$ cat src/verilog/controlUnitPkg.sv
package controlUnitPkg;

    // Phases of the multicycle control FSM
    typedef enum logic [2:0] {
        phaseReset     = 3'd0,
        phaseFetch     = 3'd1,
        phaseDecode    = 3'd2,
        phaseExecAdd   = 3'd3,
        phaseExecAddiu = 3'd4,
        phaseOverflow  = 3'd5,
        phaseBadOpcode = 3'd6
    } phaseT;

    // Cycle index within a phase
    typedef logic [1:0] stepT;

    typedef logic [5:0] opcodeT;
    typedef logic [5:0] functT;

    // Memory address select
    typedef enum logic [2:0] {
        iorPc = 3'd0
    } iorSelT;

    typedef enum logic [1:0] {
        regDstRt = 2'd0,
        regDstRd = 2'd1
    } regDstT;

    typedef enum logic [2:0] {
        memToRegNone   = 3'd0,
        memToRegAluOut = 3'd3
    } memToRegT;

    typedef enum logic [1:0] {
        srcAPc  = 2'd0,
        srcAReg = 2'd2
    } aluSrcAT;

    typedef enum logic [2:0] {
        srcBReg  = 3'd0,
        srcBFour = 3'd1,
        srcBImm  = 3'd2
    } aluSrcBT;

    typedef enum logic [2:0] {
        aluOpNone = 3'd0,
        aluOpAdd  = 3'd1
    } aluOpT;

    typedef enum logic [2:0] {
        pcSrcHold      = 3'd0,
        pcSrcAluResult = 3'd2
    } pcSourceT;

    // Everything the datapath sees in one cycle
    typedef struct packed {
        iorSelT   iorD;
        logic     memWr;
        logic     irWrite;
        regDstT   regDst;
        memToRegT memToReg;
        logic     regWr;
        logic     writeA;
        logic     writeB;
        aluSrcAT  aluSrcA;
        aluSrcBT  aluSrcB;
        aluOpT    aluOp;
        logic     aluOutWrite;
        pcSourceT pcSource;
        logic     pcWrite;
    } controlWordT;

    localparam opcodeT opcodeRType = 6'd0;
    localparam opcodeT opcodeAddiu = 6'd9;
    localparam functT  functAdd    = 6'd32;

    localparam stepT fetchLastStep  = 2'd3;
    localparam stepT decodeLastStep = 2'd1;
    localparam stepT execLastStep   = 2'd2;

    localparam controlWordT controlIdle = controlWordT'('0);

    // Single-cycle phases report step 0
    function automatic stepT phaseLastStep(input phaseT phase);
        stepT last;
        case (phase)
            phaseFetch:     last = fetchLastStep;
            phaseDecode:    last = decodeLastStep;
            phaseExecAdd:   last = execLastStep;
            phaseExecAddiu: last = execLastStep;
            default:        last = 2'd0;
        endcase
        return last;
    endfunction

endpackage

$ cat src/verilog/phaseSequencer.sv
`timescale 1ns/1ns

module phaseSequencer
    import controlUnitPkg::*;
(
    input  logic   clk,
    input  logic   reset,
    input  opcodeT opCode,
    input  functT  funct,
    input  logic   overflow,
    output phaseT  nextPhase,
    output stepT   nextStep,
    output logic   overflowSeen
);

    phaseT phase;
    stepT  step;
    phaseT decodedPhase;
    logic  atLastStep;

    assign atLastStep = (step == phaseLastStep(phase));

    // Only ADD and ADDIU decode to an execute phase
    always_comb begin
        if (opCode == opcodeRType && funct == functAdd) begin
            decodedPhase = phaseExecAdd;
        end else if (opCode == opcodeAddiu) begin
            decodedPhase = phaseExecAddiu;
        end else begin
            decodedPhase = phaseBadOpcode;
        end
    end

    always_comb begin
        nextPhase    = phase;
        nextStep     = step + 2'd1;
        overflowSeen = 1'b0;

        case (phase)
            phaseReset: begin
                nextPhase = phaseFetch;
                nextStep  = 2'd0;
            end

            phaseFetch: begin
                if (atLastStep) begin
                    nextPhase = phaseDecode;
                    nextStep  = 2'd0;
                end
            end

            phaseDecode: begin
                if (atLastStep) begin
                    nextPhase = decodedPhase;
                    nextStep  = 2'd0;
                end
            end

            phaseExecAdd: begin
                // Overflow matters on the two write-back steps
                if (!atLastStep && overflow) begin
                    overflowSeen = 1'b1;
                    nextPhase    = phaseOverflow;
                    nextStep     = 2'd0;
                end else if (atLastStep) begin
                    nextPhase = phaseFetch;
                    nextStep  = 2'd0;
                end
            end

            phaseExecAddiu: begin
                if (atLastStep) begin
                    nextPhase = phaseFetch;
                    nextStep  = 2'd0;
                end
            end

            // Exception phases park here
            default: begin
                nextPhase = phase;
                nextStep  = 2'd0;
            end
        endcase
    end

    always_ff @(posedge clk) begin
        if (reset) begin
            phase <= phaseReset;
            step  <= 2'd0;
        end else begin
            phase <= nextPhase;
            step  <= nextStep;
        end
    end

    stepInRange: assert property (
        @(posedge clk) disable iff (reset)
        step <= phaseLastStep(phase)
    ) else $error("step %0d beyond last step of phase %s", step, phase.name());

    // Only reset leaves an exception
    exceptionParked: assert property (
        @(posedge clk)
        ((phase == phaseOverflow || phase == phaseBadOpcode) && !reset)
            |=> (phase == $past(phase))
    ) else $error("exception phase left without reset");

endmodule

$ cat src/verilog/controlWordRegister.sv
`timescale 1ns/1ns

module controlWordRegister
    import controlUnitPkg::*;
(
    input  logic        clk,
    input  logic        reset,
    input  phaseT       nextPhase,
    input  stepT        nextStep,
    input  logic        overflowSeen,
    output controlWordT word,
    output logic        resetOut
);

    controlWordT wordNext;

    always_comb begin
        wordNext = controlIdle;

        case (nextPhase)
            phaseFetch: begin
                if (nextStep == fetchLastStep) begin
                    // Instruction and PC load together
                    wordNext.irWrite = 1'b1;
                    wordNext.pcWrite = 1'b1;
                end else begin
                    wordNext.iorD     = iorPc;
                    wordNext.aluSrcA  = srcAPc;
                    wordNext.aluSrcB  = srcBFour;
                    wordNext.aluOp    = aluOpAdd;
                    wordNext.pcSource = pcSrcAluResult;
                end
            end

            phaseDecode: begin
                // Register read and branch target precompute
                wordNext.writeA      = 1'b1;
                wordNext.writeB      = 1'b1;
                wordNext.aluOutWrite = 1'b1;
                wordNext.aluSrcA     = srcAPc;
                wordNext.aluSrcB     = srcBReg;
                wordNext.aluOp       = aluOpAdd;
            end

            phaseExecAdd: begin
                if (nextStep == 2'd0) begin
                    wordNext.aluSrcA     = srcAReg;
                    wordNext.aluSrcB     = srcBReg;
                    wordNext.aluOp       = aluOpAdd;
                    wordNext.aluOutWrite = 1'b1;
                end else begin
                    wordNext.regWr    = 1'b1;
                    wordNext.regDst   = regDstRd;
                    wordNext.memToReg = memToRegAluOut;
                end
            end

            phaseExecAddiu: begin
                if (nextStep == 2'd0) begin
                    wordNext.aluSrcA     = srcAReg;
                    wordNext.aluSrcB     = srcBImm;
                    wordNext.aluOp       = aluOpAdd;
                    wordNext.aluOutWrite = 1'b1;
                end else begin
                    wordNext.regWr    = 1'b1;
                    wordNext.regDst   = regDstRt;
                    wordNext.memToReg = memToRegAluOut;
                end
            end

            default: begin
                wordNext = controlIdle;
            end
        endcase

        // No write-back once the ADD result overflowed
        if (overflowSeen) begin
            wordNext = controlIdle;
        end
    end

    always_ff @(posedge clk) begin
        if (reset) begin
            word     <= controlIdle;
            resetOut <= 1'b1;
        end else begin
            word     <= wordNext;
            resetOut <= 1'b0;
        end
    end

    irWriteWithPcWrite: assert property (
        @(posedge clk) disable iff (reset)
        word.irWrite |-> word.pcWrite
    ) else $error("irWrite without pcWrite");

    // Fetch and write-back never share a cycle
    noRegWrOnFetch: assert property (
        @(posedge clk) disable iff (reset)
        !(word.regWr && word.irWrite)
    ) else $error("regWr together with irWrite");

endmodule

$ cat src/verilog/controlUnit.sv
`timescale 1ns/1ns

module controlUnit
    import controlUnitPkg::*;
(
    input  logic     clk,
    input  logic     reset,
    input  opcodeT   opCode,
    input  functT    funct,
    input  logic     overflow,
    output iorSelT   iorD,
    output logic     memWr,
    output logic     irWrite,
    output regDstT   regDst,
    output memToRegT memToReg,
    output logic     regWr,
    output logic     writeA,
    output logic     writeB,
    output aluSrcAT  aluSrcA,
    output aluSrcBT  aluSrcB,
    output aluOpT    aluOp,
    output logic     aluOutWrite,
    output pcSourceT pcSource,
    output logic     pcWrite,
    output logic     resetOut
);

    phaseT       nextPhase;
    stepT        nextStep;
    logic        overflowSeen;
    controlWordT word;

    phaseSequencer u_phaseSequencer (
        .clk          (clk),
        .reset        (reset),
        .opCode       (opCode),
        .funct        (funct),
        .overflow     (overflow),
        .nextPhase    (nextPhase),
        .nextStep     (nextStep),
        .overflowSeen (overflowSeen)
    );

    controlWordRegister u_controlWordRegister (
        .clk          (clk),
        .reset        (reset),
        .nextPhase    (nextPhase),
        .nextStep     (nextStep),
        .overflowSeen (overflowSeen),
        .word         (word),
        .resetOut     (resetOut)
    );

    // Control word out to the datapath
    assign iorD        = word.iorD;
    assign memWr       = word.memWr;
    assign irWrite     = word.irWrite;
    assign regDst      = word.regDst;
    assign memToReg    = word.memToReg;
    assign regWr       = word.regWr;
    assign writeA      = word.writeA;
    assign writeB      = word.writeB;
    assign aluSrcA     = word.aluSrcA;
    assign aluSrcB     = word.aluSrcB;
    assign aluOp       = word.aluOp;
    assign aluOutWrite = word.aluOutWrite;
    assign pcSource    = word.pcSource;
    assign pcWrite     = word.pcWrite;

endmodule

$ cat config.mk
export PLATFORM = sky130hd
export DESIGN_NAME = controlUnit
export DESIGN_NICKNAME = d
export VERILOG_FILES = /design/src/verilog/controlUnitPkg.sv /design/src/verilog/phaseSequencer.sv /design/src/verilog/controlWordRegister.sv /design/src/verilog/controlUnit.sv
export SDC_FILE = /design/constraint.sdc
export NUM_CORES = 1
export LEC_CHECK = 0
export BUFFER_PORTS_ARGS = -buffer_cell sky130_fd_sc_hd__buf_2
export CAP_MARGIN = 20
export CORE_ASPECT_RATIO = 0.75
export CORE_MARGIN = 3
export CORE_UTILIZATION = 45
export DETAILED_ROUTE_END_ITERATION = 6
export GPL_TIMING_DRIVEN = 0
export HOLD_SLACK_MARGIN = 0.02
export PLACE_DENSITY = 0.72
export SYNTH_ARGS = -nofsm -noshare
export SYNTH_HDL_FRONTEND = slang
export SYNTH_SLANG_ARGS = --single-unit
$ cat constraint.sdc
create_clock -name clk -period 5.65 [get_ports clk]
set_clock_uncertainty 0.1 [all_clocks]
set_input_delay 0.565 -clock clk [delete_from_list [all_inputs] [get_ports clk]]
set_output_delay 0.565 -clock clk [all_outputs]
set_load 0.01 [all_outputs]
==> results of run 1 <==
per-stage QoR:
| step | setup slack, ns | power [mW] | hold slack [ns] | utilization [%] | instance area [um2] |
|---|---|---|---|---|---|
| 4_1_cts | 3.32 | 0.266 | 0.359 | 62.0 | 1300 |
| 3_5_place_dp | 3.02 | 0.192 | 0.614 | 60.2 | 1270 |
| 5_1_grt | 3.15 | 0.280 | 0.362 | 62.0 | 1300 |
| 2_1_floorplan | 3.28 | 0.174 | 0.493 | - | 1090 |
| 3_3_place_gp | 3.01 | 0.191 | 0.600 | 60.2 | 1270 |
| 6_report | 3.29 | 0.263 | 0.369 | 62.0 | 1300 |
area by class of cell:
cell class / count / area share, %
Timing Repair Buffer: 29 / 11.1
Inverter: 3 / 0.865
Buffer: 21 / 11.0
Multi-Input combinational cell: 97 / 47.3
Sequential cell: 16 / 24.6
Tap cell: 24 / 2.31
Clock buffer: 4 / 2.79
worst reg2reg max path: stages, from the launching register on:
cell and delay (ns):
dfxtp_1 0.44, buf_2 0.24, nor2b_1 0.26, a31oi_1 0.12
a32oi_1 0.25, a31oi_1 0.14, or4b_4 0.58, o22ai_2 0.14
logic make-up after synthesis:
logic type / count (synthesis) / synth area share, %
compound gates: 32 / 25.3
mux: 2 / 1.91
simple gates: 49 / 25.5
xor+xnor: 2 / 1.67
other cells: 1 / 0.357
flops: 16 / 30.5
buf+inv: 24 / 14.8
cells in the final DEF, fill, tap and decap left out, types with 2 or more instances in the layout:
cell,instances
nor4b_1,2
nor3_1,4
dfxtp_1,16
nor2_1,12
conb_1,12
nand3_1,5
inv_1,2
buf_2,33
xnor2_1,2
nand4_1,2
clkbuf_4,3
nor4_1,4
nor2b_1,6
o21ai_0,2
o22ai_1,2
a21oi_1,6
a32oi_1,2
buf_4,16
mux2i_1,2
nand2_1,6
o211ai_1,3
a31oi_1,3
report_power, final:
group | switching (mW) | leakage [nW] | internal (mW)
logic | 0.0393 | 0.460 | 0.0295
registers | 0.00281 | 0.131 | 0.118
clock network | 0.0341 | 0.0210 | 0.0393
total | 0.0762 | 0.612 | 0.187
registers in the layout, indices dropped and copies added (netlist names):
name	flops
u_phaseSequencer.phase	3
u_controlWordRegister.word	10
u_controlWordRegister.resetOut	1
u_phaseSequencer.step	2
layer usage:
layer  vias up  wire, um
met4         0        27
met3         5       184
li1        523         -
met5         -         0
met1       475      1070
met2        39      1130
worst min-delay path by stage:
stage	endpoint	from	slack [ns]	depth (start not counted)
2_1_floorplan	u_controlWordRegister.resetOut$_DFF_P_	reset	0.49	0
3_3_place_gp	u_phaseSequencer.step[0]$_SDFF_PP0_	u_phaseSequencer.step[0]$_SDFF_PP0_	0.60	2
3_5_place_dp	u_controlWordRegister.word[0]$_SDFF_PP0_	u_phaseSequencer.step[1]$_SDFF_PP0_	0.61	3
4_1_cts	u_controlWordRegister.resetOut$_DFF_P_	reset	0.36	1
5_1_grt	u_controlWordRegister.resetOut$_DFF_P_	reset	0.36	1
6_report	u_controlWordRegister.resetOut$_DFF_P_	reset	0.37	1
==> results.sh, run 1 <==
export IMPL_die_h_um=47.8
export IMPL_worst_path_stages=7
export IMPL_cp_start_kind="flip-flop"
export IMPL_async_reset_ff_share_pct=0
export IMPL_endpoint_kind="flip-flop"
export IMPL_io_buffer_count=29
export IMPL_start_util_pct=49.9
export IMPL_yosysTopAreaCellShare_pct=30.5
export IMPL_vias=1042
export IMPL_met1_usage_pct=24.5
export IMPL_hold_path_class="primary input to flip-flop"
export IMPL_synth_top_area_cell="dfxtp_1"
export IMPL_synth_avg_cell_area_um2=8.33
export IMPL_r2r_cells=7
export IMPL_min_period_ns=2.36
export IMPL_maxSlewViolCount=0
export IMPL_cap_violations=0
export IMPL_grt_ovfl_total=0
export IMPL_dr_first_iter_drc_count=63
export IMPL_cts_buffers=3
export IMPL_gp_congestion=0.890
export IMPL_grt_setup_unrepaired="false"
export IMPL_timing_final_crit_share_pct=41.7
export IMPL_netlist_instances=126
export IMPL_crit_end="u_controlWordRegister.word[5]$_SDFF_PP0_"
export IMPL_hpwl_mm=1.98
export IMPL_first_global_vias=866
export IMPL_grt_usage_pct=17.9
export IMPL_power_density_nw_per_um2=202
export IMPL_synth_edff_count=0
export IMPL_insertion_delay_ns=0.29
export IMPL_ys_seq_area_share_pct=30.5
export IMPL_max_stage_delay_ns=0.58
export IMPL_ys_ff_latch=16
export IMPL_core_um2=2100
export IMPL_status="completed"
export IMPL_nFillCells=194
export IMPL_setup_viol=0
export IMPL_area_delta_synth_final_pct=24.1
export IMPL_worstSetupPathType="flip-flop to flip-flop"
export IMPL_cts_resized=0
export IMPL_cp_cell_sequence="buf_2 -> nor2b_1 -> a31oi_1 -> a32oi_1 -> a31oi_1 -> or4b_4 -> o22ai_2"
export IMPL_irDropWorstVdd_mv=0.115
export IMPL_ant_nets=0
export IMPL_grt_max_degree=11
export IMPL_max_freq_ghz=0.424
export IMPL_path_clk_slew_ns=0.09
export IMPL_use_met3_pct=5.66
export IMPL_route_detailed_drc=0
export IMPL_final_nets=186
export IMPL_fin_setup_tns_ns=0
export IMPL_hold_buffers=0
export IMPL_arrival_ns=2.48
export IMPL_synth_area_leaders="dfxtp_1 (31%), buf_4 (11%), nor2_1 (4.3%), nor2b_1 (3.6%), a21oi_1 (2.9%)"
export IMPL_cpMostUsedCell="a31oi_1"
export IMPL_ff_latch_area_um2=320
export IMPL_p_leak_nw=0.612
export IMPL_rr_startpoint="u_phaseSequencer.phase[1]$_SDFF_PP0_"
export IMPL_wire_per_inst_um=12.4
export IMPL_synth_common_cells="buf_4 (16), dfxtp_1 (16), nor2_1 (12)"
export IMPL_worst_path_buf_inv=1
export IMPL_grt_pass1_wl_mm=3.80
export IMPL_yosysWarnings=0
export IMPL_cp_required_ns=5.77
export IMPL_crit_start="u_phaseSequencer.phase[1]$_SDFF_PP0_"
export IMPL_die_width_um=61.8
export IMPL_cp_top_family="simple AND/OR/NAND/NOR gates"
export IMPL_num_antenna_cells=0
export IMPL_vias_per_cell=5.37
export IMPL_synth_cell_types=45
export IMPL_hold_viol_final=0
export IMPL_syn_area_um2=1050
export IMPL_cp_slowest_cell="or4b_4"
export IMPL_synthFlopType="dfxtp_1"
export IMPL_rrSetupSlack_ns=3.29
export IMPL_drive_gt1_share_pct=36.5
export IMPL_place_inst=190
export IMPL_fin_cells=194
export IMPL_dieArea_um2=2950
export IMPL_h_tree_depth=1
export IMPL_cts_root_buf="clkbuf_4"
export IMPL_antenna_found_initial=0
export IMPL_ios=42
export IMPL_grtUsageMet2_pct=27.1
export IMPL_critPathMaxFanout=10
export IMPL_timing_rr_end="u_controlWordRegister.word[5]$_SDFF_PP0_"
export IMPL_drt_total_wl_mm=2.41
export IMPL_drtPass1Iterations=4
export IMPL_multi_input_area_um2=616
export IMPL_cts_tree="yes"
export IMPL_std_cell_rows=14
export IMPL_postCtsSetupRepairBufs=0
export IMPL_busiest_layer="met2"
export IMPL_clockBufferDepth=2
export IMPL_clock_sinks=16
Power figures use the tool's default switching activity.
==> run 2, diff against run 1 <==
clock period = 2.4 ns   (was 5.65 ns; I/O delays follow)
==> run 2 against run 1 <==
Register-to-register slack got worse by 3.2 ns. Sequential cell count did not move. Combinational power increased by 150%. Critical endpoint unchanged. Cell count unchanged. Global-route usage is the same.
==> results.sh, run 2 (synthesis gave the netlist of run 1 again) <==
export IMPL_worstSetupPathType="flip-flop to flip-flop"
export IMPL_num_antenna_cells=0
export IMPL_h_tree_depth=1
export IMPL_final_nets=186
export IMPL_rr_startpoint="u_phaseSequencer.phase[1]$_SDFF_PP0_"
export IMPL_timing_rr_end="u_controlWordRegister.word[5]$_SDFF_PP0_"
export IMPL_first_global_vias=866
export IMPL_power_density_nw_per_um2=468
export IMPL_cp_start_kind="flip-flop"
export IMPL_clockBufferDepth=2
export IMPL_critPathMaxFanout=8
export IMPL_holdPathEnd="u_controlWordRegister.resetOut$_DFF_P_"
export IMPL_timing_final_crit_share_pct=94.3
export IMPL_max_stage_delay_ns=0.55
export IMPL_dpl_cell_area_um2=1270
export IMPL_cts_tree="yes"
export IMPL_ios=42
export IMPL_cp_required_ns=2.52
export IMPL_max_freq_ghz=0.442
export IMPL_pre_cts_ws_ns=0.0935
export IMPL_std_cell_rows=14
export IMPL_dr_first_iter_drc_count=43
export IMPL_vias_per_cell=5.47
export IMPL_grt_ovfl_total=0
export IMPL_status="completed"
export IMPL_grt_usage_pct=17.9
export IMPL_drt_total_wl_mm=2.52
export IMPL_nFillCells=189
export IMPL_vias=1061
export IMPL_antenna_found_initial=0
export IMPL_path_clk_slew_ns=0.08
export IMPL_ant_nets=0
export IMPL_hpwl_mm=1.98
export IMPL_cts_root_buf="clkbuf_4"
export IMPL_die_h_um=47.8
export IMPL_area_delta_synth_final_pct=27.9
export IMPL_largestRegisters="u_controlWordRegister.word (10), u_phaseSequencer.phase (3), u_phaseSequencer.step (2)"
export IMPL_power_mw=0.629
export IMPL_drtPass1Iterations=5
export IMPL_die_width_um=61.8
export IMPL_postCtsSetupRepairBufs=0
export IMPL_insertion_delay_ns=0.29
export IMPL_route_detailed_drc=0
export IMPL_drive_gt1_share_pct=42.4
export IMPL_p_leak_nw=0.615
export IMPL_final_common_cell="buf_2"
export IMPL_wire_per_inst_um=13.0
export IMPL_cp_cell_sequence="o21a_1 -> or4_4 -> o21ai_4 -> a31oi_2 -> or4b_4 -> o22ai_2"
export IMPL_fin_setup_tns_ns=0
export IMPL_grt_setup_unrepaired="false"
export IMPL_dieArea_um2=2950
export IMPL_r2r_cells=6
export IMPL_grt_pass1_wl_mm=3.80
export IMPL_hold_start="reset"
export IMPL_largest_register_ffs=10
export IMPL_start_util_pct=49.9
export IMPL_grt_max_degree=11
export IMPL_core_um2=2100
export IMPL_arrival_ns=2.39
export IMPL_min_period_ns=2.26
export IMPL_final_cell_mix="buf_2 (33), buf_4 (16), dfxtp_1 (15)"
export IMPL_setup_viol=0
export IMPL_gp_congestion=0.890
export IMPL_irDropWorstVdd_mv=0.285
export IMPL_crit_start="u_phaseSequencer.phase[1]$_SDFF_PP0_"
export IMPL_cap_violations=0
export IMPL_hold_path_class="primary input to flip-flop"
export IMPL_io_buffer_count=29
export IMPL_clock_sinks=16
export IMPL_post_route_cell_area_um2=1340
export IMPL_endpoint_kind="flip-flop"
export IMPL_hold_viol_final=0
export IMPL_setup_slack_ns=0.137
export IMPL_cts_buffers=3
export IMPL_whs_ns=0.0459
export IMPL_maxSlewViolCount=0
export IMPL_rrSetupSlack_ns=0.14
export IMPL_top_register="u_controlWordRegister.word"
export IMPL_hold_depth=1
export IMPL_cp_slowest_cell="or4b_4"
==> run 2: changes by cell type in the layout (fill, tap and decap cells not counted), sizes merged <==
cell    before  now
buf         50   49
clkbuf       4    5
==> run 2: area by class of cell <==
| type | count | area (um2) | share of cell area [%] |
|---|---|---|---|
| Multi-Input combinational cell | 97 | 653 | 48.6 |
| Sequential cell | 16 | 322 | 24.0 |
| Timing Repair Buffer | 29 | 145 | 10.8 |
| Buffer | 21 | 145 | 10.8 |
| Clock buffer | 4 | 36.3 | 2.70 |
| Tap cell | 24 | 30.0 | 2.24 |
| Inverter | 3 | 11.3 | 0.839 |
==> run 2: metal layers <==
metal / share of wire [%] / up-vias / track usage, %
li1: - / 523 / -
met1: 44 / 501 / 24.5
met2: 49 / 35 / 27.1
met3: 6.7 / 2 / 5.66
met4: 0.32 / 0 / 5.08
met5: 0 / - / 0
==> run 2: worst max-delay path by stage <==
| stage | endpoint | slack [ns] |
|---|---|---|
| 2_1_floorplan | u_controlWordRegister.word[5]$_SDFF_PP0_ | 0.26 |
| 3_3_place_gp | u_controlWordRegister.word[5]$_SDFF_PP0_ | 0.08 |
| 3_5_place_dp | u_controlWordRegister.word[5]$_SDFF_PP0_ | 0.09 |
| 4_1_cts | u_controlWordRegister.word[5]$_SDFF_PP0_ | 0.07 |
| 5_1_grt | u_controlWordRegister.word[5]$_SDFF_PP0_ | 0.008 |
| 6_report | u_controlWordRegister.word[5]$_SDFF_PP0_ | 0.14 |
==> run 2: timing repair <==
action | CTS | global route
resized for setup | 0 | 10
endpoints found under the setup margin | 0 | 5
hold buffers | 0 | 0
==> run 2: critical path: cells and delay by family (launching register included) <==
kind,cells,cell delay [ns]
AO/OA/AOI/OAI,4,0.64
flip-flops,1,0.36
AND/OR/NAND/NOR,2,1.08
==> run 2: through the flow <==
stage	util (%)	cells
finish	63.9	194
detailed placement	60.2	190
CTS	62.0	194
global placement	60.2	190
floorplan	-	137
global route	63.9	194
==> run 2: report_power, final <==
part | internal [mW] | switching [mW] | total [mW]
clock | 0.0925 | 0.0809 | 0.173
combinational | 0.0732 | 0.0966 | 0.170
sequential | 0.279 | 0.00684 | 0.286
total | 0.445 | 0.184 | 0.629
==> run 3, diff against run 2 <==
CORE_ASPECT_RATIO = default   (was 0.75)
CORE_MARGIN = default   (was 3)
RECOVER_POWER = 25   (was default)
==> run 3 against run 2 <==
Critical endpoint unchanged. Critical path depth up 1. First-iteration DRC count shrank 49%. Sequential share of layout area rose by 0.41 points. Via count is 3.4% lower. Sequential cell count did not move. Total power down 5.9%. Die area shrank 14%. Setup slack worse by 0.037 ns. Cell count rose by 1.5%. Count of clock-buffer cells in the layout down 1.
==> results.sh, run 3 (synthesis gave the netlist of run 1 again) <==
export IMPL_rrSetupSlack_ns=0.1
export IMPL_die_width_um=50.3
export IMPL_gp_congestion=0.875
export IMPL_std_cell_rows=17
export IMPL_power_density_nw_per_um2=448
export IMPL_max_freq_ghz=0.435
export IMPL_final_common_cell="buf_2"
export IMPL_dieArea_um2=2530
export IMPL_h_tree_depth=1
export IMPL_final_cell_mix="buf_2 (26), buf_4 (16), dfxtp_1 (15)"
export IMPL_irDropWorstVdd_mv=0.342
export IMPL_start_util_pct=47.5
export IMPL_clock_sinks=16
export IMPL_min_period_ns=2.30
export IMPL_core_um2=2210
export IMPL_grt_ovfl_total=0
export IMPL_drive_gt1_share_pct=37.9
export IMPL_hold_viol_final=0
export IMPL_vias=1025
export IMPL_wire_per_inst_um=11.8
export IMPL_setup_slack_ns=0.0995
export IMPL_largestRegisters="u_controlWordRegister.word (10), u_phaseSequencer.phase (3), u_phaseSequencer.step (2)"
export IMPL_pre_cts_ws_ns=0.0786
export IMPL_worst_path_buf_inv=1
export IMPL_cp_required_ns=2.52
export IMPL_hpwl_mm=1.78
export IMPL_die_h_um=50.3
export IMPL_ant_nets=0
export IMPL_dr_first_iter_drc_count=22
export IMPL_path_clk_slew_ns=0.09
export IMPL_hold_path_class="primary input to flip-flop"
export IMPL_whs_ns=0.0946
export IMPL_fin_setup_tns_ns=0
export IMPL_max_stage_delay_ns=0.56
export IMPL_drtPass1Iterations=4
export IMPL_area_delta_synth_final_pct=25.7
export IMPL_cp_cell_sequence="buf_2 -> nor2b_1 -> a31oi_2 -> a32oi_1 -> a31oi_2 -> or4b_4 -> o22ai_2"
export IMPL_cpMostUsedCell="a31oi_2"
export IMPL_drt_total_wl_mm=2.33
export IMPL_antenna_found_initial=0
export IMPL_first_global_vias=870
export IMPL_maxSlewViolCount=0
export IMPL_power_mw=0.592
export IMPL_insertion_delay_ns=0.28
export IMPL_cts_root_buf="clkbuf_4"
export IMPL_top_register="u_controlWordRegister.word"
export IMPL_cp_top_family="simple AND/OR/NAND/NOR gates"
export IMPL_cap_violations=0
export IMPL_worstSetupPathType="flip-flop to flip-flop"
export IMPL_io_buffer_count=29
export IMPL_grt_pass1_wl_mm=3.73
export IMPL_cts_resized=0
export IMPL_grt_max_degree=11
export IMPL_largest_register_ffs=10
export IMPL_cp_start_kind="flip-flop"
export IMPL_route_detailed_drc=0
export IMPL_arrival_ns=2.42
export IMPL_timing_final_crit_share_pct=95.9
export IMPL_endpoint_kind="flip-flop"
export IMPL_vias_per_cell=5.20
export IMPL_cp_slowest_cell="or4b_4"
export IMPL_hold_buffers=0
export IMPL_cts_tree="yes"
export IMPL_critPathMaxFanout=10
export IMPL_status="completed"
export IMPL_ios=42
export IMPL_final_util_pct=59.7
export IMPL_setup_viol=0
export IMPL_postCtsSetupRepairBufs=0
export IMPL_p_leak_nw=0.584
export IMPL_clockBufferDepth=2
export IMPL_cts_buffers=3
export IMPL_num_antenna_cells=0
export IMPL_grt_usage_pct=18.9
export IMPL_final_nets=186
-- run 3: cell count changes in the layout (fill, tap and decap cells not counted) --
cell | before | now
a32oi_2 | 1 | 0
a32oi_1 | 1 | 2
clkbuf_8 | 1 | 0
buf_2 | 33 | 26
nor2_1 | 12 | 11
clkbuf_1 | 0 | 7
nor2_2 | 0 | 1
-- run 3: worst register-to-register path: cells and delay by family (launching register included) --
kind / cells / cell delay (ns)
buf+inv: 1 / 0.23
compound gates: 4 / 0.66
simple gates: 2 / 0.84
flops: 1 / 0.40
-- run 3: worst paths after layout --
check,from,depth (start not counted),end
worst max-delay path,u_phaseSequencer.phase[1]$_SDFF_PP0_,7,u_controlWordRegister.word[5]$_SDFF_PP0_
worst min-delay path,reset,1,u_controlWordRegister.resetOut$_DFF_P_
worst max register to register,u_phaseSequencer.phase[1]$_SDFF_PP0_,7,u_controlWordRegister.word[5]$_SDFF_PP0_
worst min register to register,u_phaseSequencer.step[0]$_SDFF_PP0_,2,u_controlWordRegister.word[0]$_SDFF_PP0_
-- run 3: cell type report --
type,instances,area (um2)
Fill cell,218,892
Buffer,21,145
Tap cell,28,35.0
Sequential cell,16,322
Multi-Input combinational cell,97,648
Clock buffer,3,22.5
Inverter,3,11.3
Timing Repair Buffer,29,136
-- run 3: stage by stage --
stage	instances	instance area, um2
5_1_grt	197	1320
2_1_floorplan	137	1090
3_5_place_dp	194	1270
4_1_cts	197	1290
6_report	197	1320
3_3_place_gp	194	1270
-- run 3: layer usage --
| layer | track usage, % | share of wire (%) | wire [um] | up-vias |
|---|---|---|---|---|
| met1 | 22.8 | 44 | 1040 | 472 |
| li1 | - | - | - | 523 |
| met5 | 0 | 0 | 0 | - |
| met3 | 5.45 | 4.9 | 114 | 4 |
| met2 | 32.9 | 50 | 1160 | 26 |
| met4 | 4.63 | 0.90 | 21 | 0 |
-- run 3: where the power goes --
group          internal, mW  switching (mW)  total (mW)
sequential            0.279         0.00720       0.286
combinational        0.0718          0.0960       0.168
clock                0.0583          0.0797       0.138
total                 0.409           0.183       0.592
